**src/fpslice_pkg.sv**
```systemverilog
/* Shared types and constants of the floating-point vector slice.
   Every design and testbench file refers to these by scoped names. */
package fpslice_pkg;

  // --------------------------------------------------------------------------
  // Widths and formats
  // --------------------------------------------------------------------------
  localparam int unsigned WIDTH      = 32;
  localparam int unsigned TAG_WIDTH  = 4;
  localparam int unsigned NUM_LANES  = 2;
  localparam int unsigned LANE_WIDTH = WIDTH / NUM_LANES;

  localparam int unsigned FP32_EXP_BITS = 8;
  localparam int unsigned FP32_MAN_BITS = 23;
  localparam int unsigned FP16_EXP_BITS = 5;
  localparam int unsigned FP16_MAN_BITS = 10;

  // Canonical quiet NaN: positive, exponent all ones, only the quiet bit set
  function automatic logic [WIDTH-1:0] qnan(int unsigned exp_bits, int unsigned man_bits);
    logic [WIDTH-1:0] val;
    val = '0;
    for (int unsigned i = 0; i < exp_bits + 1; i++) begin
      val[man_bits - 1 + i] = 1'b1;
    end
    return val;
  endfunction

  localparam logic [WIDTH-1:0]      FP32_QNAN = qnan(FP32_EXP_BITS, FP32_MAN_BITS);
  localparam logic [LANE_WIDTH-1:0] FP16_QNAN = LANE_WIDTH'(qnan(FP16_EXP_BITS, FP16_MAN_BITS));

  typedef enum logic {
    FP32 = 1'b0,
    FP16 = 1'b1
  } fp_fmt_e;

  typedef enum logic [2:0] {
    MIN   = 3'd0,
    MAX   = 3'd1,
    SGNJ  = 3'd2,
    SGNJN = 3'd3,
    SGNJX = 3'd4
  } fp_op_e;

  // IEEE exception flags, only nv is raised by this slice
  typedef struct packed {
    logic nv;
    logic dz;
    logic of;
    logic uf;
    logic nx;
  } status_t;

  // --------------------------------------------------------------------------
  // Data words and payloads
  // --------------------------------------------------------------------------
  // One datapath word, seen as a single FP32 or as two FP16 lanes
  typedef union packed {
    logic [WIDTH-1:0]                     f32;
    logic [NUM_LANES-1:0][LANE_WIDTH-1:0] h16;
  } fp_word_u;

  typedef struct packed {
    fp_word_u             a;
    fp_word_u             b;
    fp_op_e               op;
    fp_fmt_e              fmt;
    logic                 vector;
    logic [TAG_WIDTH-1:0] tag;
  } slice_req_t;

  typedef logic [NUM_LANES-1:0] lane_mask_t;

  typedef struct packed {
    fp_fmt_e              fmt;
    logic                 vector;
    logic [TAG_WIDTH-1:0] tag;
  } slice_meta_t;

  // Pipeline payload, all lane results travel until the output picks them
  typedef struct packed {
    logic [WIDTH-1:0]                     res32;
    status_t                              status32;
    logic [NUM_LANES-1:0][LANE_WIDTH-1:0] res16;
    status_t [NUM_LANES-1:0]              status16;
    slice_meta_t                          meta;
  } exec_res_t;

endpackage

```
**src/fpslice_decode.sv**
```systemverilog
/* Input side of the slice: lane operands, FP16 box check and lane enables.
   Purely combinational, sits between the request port and the lanes. */
module fpslice_decode #(
  parameter bit EnableVectors = 1'b1
) (
  input  fpslice_pkg::slice_req_t  req_i,
  output fpslice_pkg::fp_word_u    lane_a_o,
  output fpslice_pkg::fp_word_u    lane_b_o,
  output fpslice_pkg::lane_mask_t  lane_en_o,
  output fpslice_pkg::slice_meta_t meta_o
);

  logic vector;
  logic is_fp16;
  logic scalar_fp16;

  // Vector requests degrade to scalar when vectors are disabled
  assign vector      = req_i.vector & EnableVectors;
  assign is_fp16     = (req_i.fmt == fpslice_pkg::FP16);
  assign scalar_fp16 = is_fp16 & ~vector;

  // Lane 0 serves every FP16 item, upper lanes only vector items
  for (genvar lane = 0; lane < int'(fpslice_pkg::NUM_LANES); lane++) begin : gen_lane_en
    assign lane_en_o[lane] = is_fp16 & ((lane == 0) | vector);
  end

  // --------------------------------------------------------------------------
  // NaN-box check
  // --------------------------------------------------------------------------
  // A scalar FP16 operand must carry all ones above it, else it reads as qNaN
  always_comb begin : box_check
    lane_a_o = req_i.a;
    lane_b_o = req_i.b;
    if (scalar_fp16 && (req_i.a.h16[1] != '1)) begin
      lane_a_o.h16[0] = fpslice_pkg::FP16_QNAN;
    end
    if (scalar_fp16 && (req_i.b.h16[1] != '1)) begin
      lane_b_o.h16[0] = fpslice_pkg::FP16_QNAN;
    end
  end

  // Metadata rides along with the item through the pipeline
  assign meta_o = '{
    fmt:    req_i.fmt,
    vector: vector,
    tag:    req_i.tag
  };

endmodule

```
**src/fpslice_execute.sv**
```systemverilog
/* Execution stage: one FP32 lane and one lane per FP16 half, results bundled
   with the item's metadata into the pipeline payload. */
module fpslice_execute (
  input  fpslice_pkg::fp_word_u    lane_a_i,
  input  fpslice_pkg::fp_word_u    lane_b_i,
  input  fpslice_pkg::lane_mask_t  lane_en_i,
  input  fpslice_pkg::fp_op_e      op_i,
  input  fpslice_pkg::slice_meta_t meta_i,
  output fpslice_pkg::exec_res_t   res_o
);

  logic                                                             fp32_en;
  logic [fpslice_pkg::WIDTH-1:0]                                    res32;
  fpslice_pkg::status_t                                             status32;
  logic [fpslice_pkg::NUM_LANES-1:0][fpslice_pkg::LANE_WIDTH-1:0]   res16;
  fpslice_pkg::status_t [fpslice_pkg::NUM_LANES-1:0]                status16;

  assign fp32_en = (meta_i.fmt == fpslice_pkg::FP32);

  fpslice_minmax_lane #(
    .ExpBits ( fpslice_pkg::FP32_EXP_BITS ),
    .ManBits ( fpslice_pkg::FP32_MAN_BITS )
  ) u_lane_fp32 (
    .en_i     ( fp32_en       ),
    .a_i      ( lane_a_i.f32  ),
    .b_i      ( lane_b_i.f32  ),
    .op_i     ( op_i          ),
    .res_o    ( res32         ),
    .status_o ( status32      )
  );

  // Each FP16 lane works on its own half of the word
  for (genvar lane = 0; lane < int'(fpslice_pkg::NUM_LANES); lane++) begin : gen_fp16_lanes
    fpslice_minmax_lane #(
      .ExpBits ( fpslice_pkg::FP16_EXP_BITS ),
      .ManBits ( fpslice_pkg::FP16_MAN_BITS )
    ) u_lane_fp16 (
      .en_i     ( lane_en_i[lane]     ),
      .a_i      ( lane_a_i.h16[lane]  ),
      .b_i      ( lane_b_i.h16[lane]  ),
      .op_i     ( op_i                ),
      .res_o    ( res16[lane]         ),
      .status_o ( status16[lane]      )
    );
  end

  assign res_o = '{
    res32:    res32,
    status32: status32,
    res16:    res16,
    status16: status16,
    meta:     meta_i
  };

endmodule

```
**src/fpslice_minmax_lane.sv**
```systemverilog
/* One lane of min/max and sign injection for a given exponent and mantissa size.
   Instantiated once for FP32 and once per FP16 lane. */
module fpslice_minmax_lane #(
  parameter int unsigned ExpBits = 8,
  parameter int unsigned ManBits = 23
) (
  input  logic                     en_i,
  input  logic [ExpBits+ManBits:0] a_i,
  input  logic [ExpBits+ManBits:0] b_i,
  input  fpslice_pkg::fp_op_e      op_i,
  output logic [ExpBits+ManBits:0] res_o,
  output fpslice_pkg::status_t     status_o
);

  localparam int unsigned FP_WIDTH = 1 + ExpBits + ManBits;
  localparam logic [FP_WIDTH-1:0] QNAN = FP_WIDTH'(fpslice_pkg::qnan(ExpBits, ManBits));

  typedef struct packed {
    logic snan;
    logic qnan;
    logic zero;
  } fp_class_t;

  function automatic fp_class_t classify(logic [FP_WIDTH-1:0] val);
    fp_class_t cls;
    logic      exp_ones;
    logic      man_zero;
    exp_ones = &val[FP_WIDTH-2 -: ExpBits];
    man_zero = ~|val[ManBits-1:0];
    // Quiet bit is the mantissa MSB
    cls.snan = exp_ones & ~man_zero & ~val[ManBits-1];
    cls.qnan = exp_ones & val[ManBits-1];
    cls.zero = ~|val[FP_WIDTH-2:0];
    return cls;
  endfunction

  fp_class_t             a_cls;
  fp_class_t             b_cls;
  logic                  a_sign;
  logic                  b_sign;
  logic [FP_WIDTH-2:0]   a_mag;
  logic [FP_WIDTH-2:0]   b_mag;
  logic                  a_nan;
  logic                  b_nan;
  logic                  a_lt_b;
  logic [FP_WIDTH-1:0]   minmax_res;

  assign a_cls  = classify(a_i);
  assign b_cls  = classify(b_i);
  assign a_sign = a_i[FP_WIDTH-1];
  assign b_sign = b_i[FP_WIDTH-1];
  assign a_mag  = a_i[FP_WIDTH-2:0];
  assign b_mag  = b_i[FP_WIDTH-2:0];
  assign a_nan  = a_cls.snan | a_cls.qnan;
  assign b_nan  = b_cls.snan | b_cls.qnan;

  // Signed-magnitude order, -0 sorts below +0
  always_comb begin : order
    if (a_cls.zero && b_cls.zero) begin
      a_lt_b = a_sign & ~b_sign;
    end else if (a_sign != b_sign) begin
      a_lt_b = a_sign;
    end else if (a_sign) begin
      a_lt_b = (a_mag > b_mag);
    end else begin
      a_lt_b = (a_mag < b_mag);
    end
  end

  // minNum/maxNum: a lone NaN loses to the number
  always_comb begin : minmax_sel
    if (a_nan && b_nan) begin
      minmax_res = QNAN;
    end else if (a_nan) begin
      minmax_res = b_i;
    end else if (b_nan) begin
      minmax_res = a_i;
    end else if (op_i == fpslice_pkg::MIN) begin
      minmax_res = a_lt_b ? a_i : b_i;
    end else begin
      minmax_res = a_lt_b ? b_i : a_i;
    end
  end

  // --------------------------------------------------------------------------
  // Operation select
  // --------------------------------------------------------------------------
  always_comb begin : op_sel
    res_o    = '0;
    status_o = '0;
    if (en_i) begin
      case (op_i)
        fpslice_pkg::MIN,
        fpslice_pkg::MAX: begin
          res_o       = minmax_res;
          status_o.nv = a_cls.snan | b_cls.snan;
        end
        fpslice_pkg::SGNJ:  res_o = {b_sign, a_mag};
        fpslice_pkg::SGNJN: res_o = {~b_sign, a_mag};
        fpslice_pkg::SGNJX: res_o = {a_sign ^ b_sign, a_mag};
        default:            res_o = '0;
      endcase
    end
  end

endmodule

```
**src/fpslice_pipe.sv**
```systemverilog
/* Valid/ready register pipeline of NumPipeRegs stages with flush and busy.
   A stage advances when the next one is ready or holds a bubble. */
module fpslice_pipe #(
  parameter int unsigned NumPipeRegs = 2
) (
  input  logic                   clk_i,
  input  logic                   arst_n_i,
  input  fpslice_pkg::exec_res_t data_i,
  input  logic                   valid_i,
  output logic                   ready_o,
  input  logic                   flush_i,
  output fpslice_pkg::exec_res_t data_o,
  output logic                   valid_o,
  input  logic                   ready_i,
  output logic                   busy_o
);

  // Index i holds the item after i register stages
  fpslice_pkg::exec_res_t [0:NumPipeRegs] pipe_data;
  logic [0:NumPipeRegs]                   pipe_valid;
  logic [0:NumPipeRegs]                   pipe_ready;

  assign pipe_data[0]  = data_i;
  assign pipe_valid[0] = valid_i;

  // --------------------------------------------------------------------------
  // Register stages
  // --------------------------------------------------------------------------
  for (genvar i = 0; i < int'(NumPipeRegs); i++) begin : gen_stages
    logic stage_en;

    assign pipe_ready[i] = pipe_ready[i+1] | ~pipe_valid[i+1];

    // Flush drops every item in flight
    always_ff @(posedge clk_i or negedge arst_n_i) begin
      if (!arst_n_i) begin
        pipe_valid[i+1] <= 1'b0;
      end else if (flush_i) begin
        pipe_valid[i+1] <= 1'b0;
      end else if (pipe_ready[i]) begin
        pipe_valid[i+1] <= pipe_valid[i];
      end
    end

    // Payload only moves with a real item
    assign stage_en = pipe_ready[i] & pipe_valid[i];

    always_ff @(posedge clk_i) begin
      if (stage_en) begin
        pipe_data[i+1] <= pipe_data[i];
      end
    end
  end

  // Downstream drives the last ready
  assign pipe_ready[NumPipeRegs] = ready_i;

  assign ready_o = pipe_ready[0];
  assign data_o  = pipe_data[NumPipeRegs];
  assign valid_o = pipe_valid[NumPipeRegs];

  // Busy covers the register stages only, the input is not in flight yet
  always_comb begin : busy_or
    busy_o = 1'b0;
    for (int unsigned i = 1; i <= NumPipeRegs; i++) begin
      busy_o = busy_o | pipe_valid[i];
    end
  end

endmodule

```
**src/fpslice_result.sv**
```systemverilog
/* Output side: picks the result word by format, NaN-boxes unused FP16 lanes
   and ORs the lane flags into one status. */
module fpslice_result (
  input  fpslice_pkg::exec_res_t             data_i,
  output logic [fpslice_pkg::WIDTH-1:0]      result_o,
  output fpslice_pkg::status_t               status_o,
  output logic [fpslice_pkg::TAG_WIDTH-1:0]  tag_o
);

  fpslice_pkg::fp_word_u fp16_word;

  // --------------------------------------------------------------------------
  // FP16 packing
  // --------------------------------------------------------------------------
  // Upper lanes of a scalar item are filled with ones
  always_comb begin : pack_fp16
    for (int unsigned lane = 0; lane < fpslice_pkg::NUM_LANES; lane++) begin
      if ((lane == 0) || data_i.meta.vector) begin
        fp16_word.h16[lane] = data_i.res16[lane];
      end else begin
        fp16_word.h16[lane] = '1;
      end
    end
  end

  assign result_o = (data_i.meta.fmt == fpslice_pkg::FP32) ? data_i.res32 : fp16_word.f32;

  // Idle lanes report zero flags, so a plain OR is enough
  always_comb begin : collapse_status
    status_o = data_i.status32;
    for (int unsigned lane = 0; lane < fpslice_pkg::NUM_LANES; lane++) begin
      status_o = status_o | data_i.status16[lane];
    end
  end

  assign tag_o = data_i.meta.tag;

endmodule

```
**src/fpslice_top.sv**
```systemverilog
/* Top level of the floating-point min/max and sign-injection vector slice.
   Connects decode, execute, the handshake pipeline and the output packing. */
module fpslice_top #(
  parameter int unsigned NumPipeRegs   = 2,
  parameter bit          EnableVectors = 1'b1
) (
  input  logic                              clk_i,
  input  logic                              arst_n_i,
  input  fpslice_pkg::slice_req_t           req_i,
  input  logic                              in_valid_i,
  output logic                              in_ready_o,
  input  logic                              flush_i,
  output logic [fpslice_pkg::WIDTH-1:0]     result_o,
  output fpslice_pkg::status_t              status_o,
  output logic [fpslice_pkg::TAG_WIDTH-1:0] tag_o,
  output logic                              out_valid_o,
  input  logic                              out_ready_i,
  output logic                              busy_o
);

  fpslice_pkg::fp_word_u    lane_a;
  fpslice_pkg::fp_word_u    lane_b;
  fpslice_pkg::lane_mask_t  lane_en;
  fpslice_pkg::slice_meta_t meta;
  fpslice_pkg::exec_res_t   exec_res;
  fpslice_pkg::exec_res_t   pipe_res;

  fpslice_decode #(
    .EnableVectors ( EnableVectors )
  ) u_decode (
    .req_i     ( req_i   ),
    .lane_a_o  ( lane_a  ),
    .lane_b_o  ( lane_b  ),
    .lane_en_o ( lane_en ),
    .meta_o    ( meta    )
  );

  fpslice_execute u_execute (
    .lane_a_i  ( lane_a   ),
    .lane_b_i  ( lane_b   ),
    .lane_en_i ( lane_en  ),
    .op_i      ( req_i.op ),
    .meta_i    ( meta     ),
    .res_o     ( exec_res )
  );

  // Single shared handshake for all lanes
  fpslice_pipe #(
    .NumPipeRegs ( NumPipeRegs )
  ) u_pipe (
    .clk_i    ( clk_i       ),
    .arst_n_i ( arst_n_i    ),
    .data_i   ( exec_res    ),
    .valid_i  ( in_valid_i  ),
    .ready_o  ( in_ready_o  ),
    .flush_i  ( flush_i     ),
    .data_o   ( pipe_res    ),
    .valid_o  ( out_valid_o ),
    .ready_i  ( out_ready_i ),
    .busy_o   ( busy_o      )
  );

  fpslice_result u_result (
    .data_i   ( pipe_res ),
    .result_o ( result_o ),
    .status_o ( status_o ),
    .tag_o    ( tag_o    )
  );

endmodule

```
**config.mk**
```make
export PLATFORM = sky130hd
export DESIGN_NAME = fpslice_top
export DESIGN_NICKNAME = d
export VERILOG_FILES = /design/src/fpslice_pkg.sv /design/src/fpslice_decode.sv /design/src/fpslice_execute.sv /design/src/fpslice_minmax_lane.sv /design/src/fpslice_pipe.sv /design/src/fpslice_result.sv /design/src/fpslice_top.sv
export SDC_FILE = /design/constraint.sdc
export NUM_CORES = 1
export LEC_CHECK = 0
export ABC_AREA = 1
export BUFFER_PORTS_ARGS = -buffer_cell sky130_fd_sc_hd__clkbuf_2
export CAP_MARGIN = 20
export CORE_MARGIN = 2
export CORE_UTILIZATION = 45
export CTS_BUF_LIST = sky130_fd_sc_hd__clkbuf_8 sky130_fd_sc_hd__clkbuf_16
export CTS_CLUSTER_DIAMETER = 150
export CTS_CLUSTER_SIZE = 10
export DETAILED_ROUTE_END_ITERATION = 7
export GPL_TIMING_DRIVEN = 1
export PLACE_DENSITY = 0.62
export SYNTH_ARGS = -nofsm -noshare
export SYNTH_HDL_FRONTEND = slang
export SYNTH_SLANG_ARGS = --single-unit
```
**constraint.sdc**
```tcl
create_clock -name clk_i -period 13.7 [get_ports clk_i]
set_input_delay 2.74 -clock clk_i [delete_from_list [all_inputs] [get_ports clk_i]]
set_output_delay 2.74 -clock clk_i [all_outputs]
set_load 0.005 [all_outputs]
```
==> metrics.md <==
| Metric | Value |
|---|---|
| Hold-fix buffers, CTS | `0` |
| Die Area | `between 0.02 and 0.025 mm^2` |
| Number of CTS-inserted buffers | `17` |
| Hold WC Path Type | `reg -> reg` |
| YS warnings | `0` |
| Max-cap violation count | `0` |
| Initial core utilization | `0.4615` |
| Post-Route WL | `approximately 22,000 um` |
| Via Count | `7,008` |
| CP Launch Type | `input pin` |
| Crit. Startpoint | `req_i[5]` |
| # setup viols final | `0` |
| Avg Synthesized Cell Area | `approximately 9 um^2` |
| Final period util | `0.4920` |
| Grt total ovfl | `0` |
| CTS clk-pin slew, worst paths | `roughly 50 ps` |
| CTS resizes | `0` |
| CP max-delay cell | `nand3_1` |
| IO Pins | `approximately 120` |
| Die height | `142.7 um` |
| WL per Instance | `16.86 um` |
| N_diodes | `0` |
| Share of the synthesized area in the top cell type | `0.5061` |
| Clock Skew | `between 7 and 8 ps` |
| Leakage | `about 4.2 nW` |
| Largest net degree at the start of global routing | `74` |
| GR Layer Usage met1 | `0.3409` |
| Max incr delay on CP | `480 ps` |
| Root Buffer | `clkbuf_16` |
| Synth async-reset ratio | `0.01351` |
| Grt met3 use | `0.03789` |
| Setup bufs post-CTS | `0` |
| Initial DRC Count | `~850` |
| DR DRC count | `0` |
| Post-Syn Area | `between 0.008 and 0.009 mm^2` |
| Relative slew slack | `0.3181` |
| CTS tree | `yes` |
| Post-Syn Instances | `949` |
| Fin crit period | `6740 ps` |
| R2R cell count | `4` |
| Setup WS pre-CTS | `between 6000 and 7000 ps` |
| Reg2reg setup slack | `roughly 12,000 ps` |
| Fin. Hold Viols | `0` |
| Share of cells above drive strength 1 | `0.1987` |
| First-pass GRT wire length | `around 34,000 um` |
| PortBufs | `about 120` |
| Layer with the highest usage | `met1` |
| Max Slew Vio Count | `0` |
| Peak VDD IR | `roughly 0.074 mV` |
| R2R Path Start | `u_pipe.valid_o` |
| Power Density | `roughly 120 mW/mm^2` |
| Synth area leaders | `edfxtp_1 51%, nand2_1 9.9%, a21oi_1 4.9%, nand3_1 4.5%, ha_1 4.2%` |
| Max clock buf depth | `2` |
| Hold path start | `u_pipe.pipe_data[160]` |
| Die span in x | `between 100 and 150 um` |
| Routability cong. | `0.9357` |
| Setup TNS | `0 ps` |
| Outcome | `completed` |
| Worst Path Class, Setup | `in -> reg` |
| TritonCTS Sinks | `approximately 150` |
| Via density | `approximately 5.4` |
| Max frequency | `between 0.1 and 0.15 GHz` |
| Actual slew at the worst max-slew pin | `just over 1000 ps` |
| RR Endpoint | `u_pipe.pipe_data[119]` |
| Yosys top cell by area | `edfxtp_1` |
| WP data required | `between 10,000 and 15,000 ps` |
| Distinct cells, synth | `52` |
| Post-synthesis sequential area ratio | `0.5119` |
| Core area | `0.01877 mm^2` |
| Met2 Use GR | `0.3155` |
| RSZ-0062 raised after global routing | `no` |
| ANT nets after route | `0` |
| Critical path cell sequence | `clkbuf_2, inv_2, nor2_4, inv_2, nor2_8, or2_2, inv_1, ha_1, nand2_1, nor2_1, nand2_1, nor2_1, and3_1, nand2_1, nand2_2, nand2_1, nand3_1, nand3_1, nand3_1, nand3_1, nand2_2, inv_1, o21ai_0, a21oi_1` |
| Crit path DAT | `6880 ps` |
| Post-synth EDFFs | `approximately 150` |
| GRT Util Overall | `0.2181` |
| FP Rows | `50` |
| Nature of the critical path endpoint | `register` |
| Vias in the first global route | `around 6,300` |
| Synthesized flop and latch total | `roughly 150` |
| H-tree level count | `4` |
| CP Max Fanout | `26` |
| Antenna violations before repair | `0` |
| Router iterations before antenna repair | `5` |
| Final nets | `1,157` |
| Hpwl dp | `about 17,000 um` |
| Main synth FF type | `edfxtp_1` |
| Hold depth | `0` |
| Final worst slack | `6960 ps` |
| Clock latency on the worst-skew pair | `410 ps` |
| Hold endpoint | `u_pipe.data_o[75]` |
| P&R area growth vs syn | `15.07%` |
## per-stage QoR
step / power (mW) / hold slack [ps] / utilization / instances / cell area, um^2
4_1_cts: 1.204 / 414.7 / 0.5307 / 1295 / 9960
3_5_place_dp: 0.7270 / 404.5 / 0.4976 / 1264 / 9339
5_1_grt: 1.247 / 421.6 / 0.5311 / 1296 / 9967
6_report: 1.196 / 414.8 / 0.5311 / 1296 / 9967
2_1_floorplan: 0.6704 / 400.3 / - / 952 / 8673
3_3_place_gp: 0.7259 / 400.9 / 0.4976 / 1264 / 9339
## cells in the final DEF, fill, tap and decap left out, drive strengths merged, types with 2 or more instances in the layout
cell / count
bufinv: 5
o21ai: 69
and3: 3
a221oi: 7
buf: 6
clkinvlp: 2
or2: 7
inv: 91
nand3b: 4
nand4: 11
ha: 29
nor4: 6
nor3: 16
o22a: 16
a21oi: 85
nand2: 243
o22ai: 3
a31oi: 2
edfxtp: 146
clkbuf: 134
nand3: 79
nor2: 65
a211oi: 4
nor3b: 2
dfrtp: 2
o211ai: 7
conb: 4
o21bai: 2
clkinv: 7
## cells by family after synthesis
| family | count (synthesis) | synth area share |
|---|---|---|
| simple gates | 437 | 0.2399 |
| compound gates | 199 | 0.1353 |
| flops | 148 | 0.5119 |
| buf+inv | 135 | 0.07049 |
| fa+ha+maj | 29 | 0.04189 |
| other cells | 1 | 0.0004329 |
## layer usage
metal	wire (um)	vias to the layer above	share of wire
met1	10800	3193	0.49
met2	9390	285	0.43
met5	0	-	0
li1	-	3513	-
met3	1441	17	0.066
met4	217	0	0.0099
## registers in the layout (all words and copies together), names as in the netlist
register and cells:
u_pipe.pipe_valid 1, u_pipe.data_o 73, u_pipe.pipe_data 73, u_pipe.valid_o 1
## critical path, delay by kind of cell
kind / cells / cell delay, ps
simple gates: 16 / 2510
buf+inv: 5 / 1020
fa+ha+maj: 1 / 310
compound gates: 2 / 310
## power by group
part / switching, mW / internal (mW)
Clock: 0.158 / 0.318
Combinational: 0.126 / 0.0580
Sequential: 0.00671 / 0.529
Total: 0.291 / 0.905
## cells in the mapped netlist, types with 5 or more instances
| cell | number |
|---|---|
| edfxtp_1 | 146 |
| nand2_2 | 8 |
| buf_4 | 13 |
| or2_2 | 5 |
| nor2_1 | 50 |
| a21oi_1 | 85 |
| nor3_1 | 14 |
| inv_1 | 81 |
| o22a_1 | 16 |
| nand2_1 | 228 |
| o211ai_1 | 7 |
| nor2_2 | 7 |
| nor4_1 | 5 |
| clkbuf_1 | 19 |
| o21ai_2 | 7 |
| nand3_1 | 78 |
| o21ai_0 | 50 |
| ha_1 | 29 |
| a221oi_1 | 7 |
| inv_2 | 6 |
| nand4_1 | 11 |
| o21ai_1 | 11 |
| nand2_4 | 5 |
| buf_2 | 7 |
| nor2_4 | 5 |
## worst max-delay path by stage
stage,end,cells after the start
finish,u_pipe.pipe_data[101],24
global route,u_pipe.pipe_data[101],24
CTS,u_pipe.pipe_data[101],24
detailed placement,u_pipe.pipe_data[101],24
global placement,u_pipe.pipe_data[111],24
floorplan,u_pipe.data_o[0],2
## area by class of cell
| type | count | area (um^2) |
|---|---|---|
| Fill cell | 1771 | 8801 |
| Sequential cell | 148 | 4434 |
| Multi-Input combinational cell | 669 | 3642 |
| Timing Repair Buffer | 123 | 630.6 |
| Clock buffer | 17 | 425.4 |
| Inverter | 91 | 346.6 |
| Tap cell | 234 | 292.8 |
| Clock inverter | 14 | 195.2 |
Note: power is estimated with default switching activity, not from simulation.
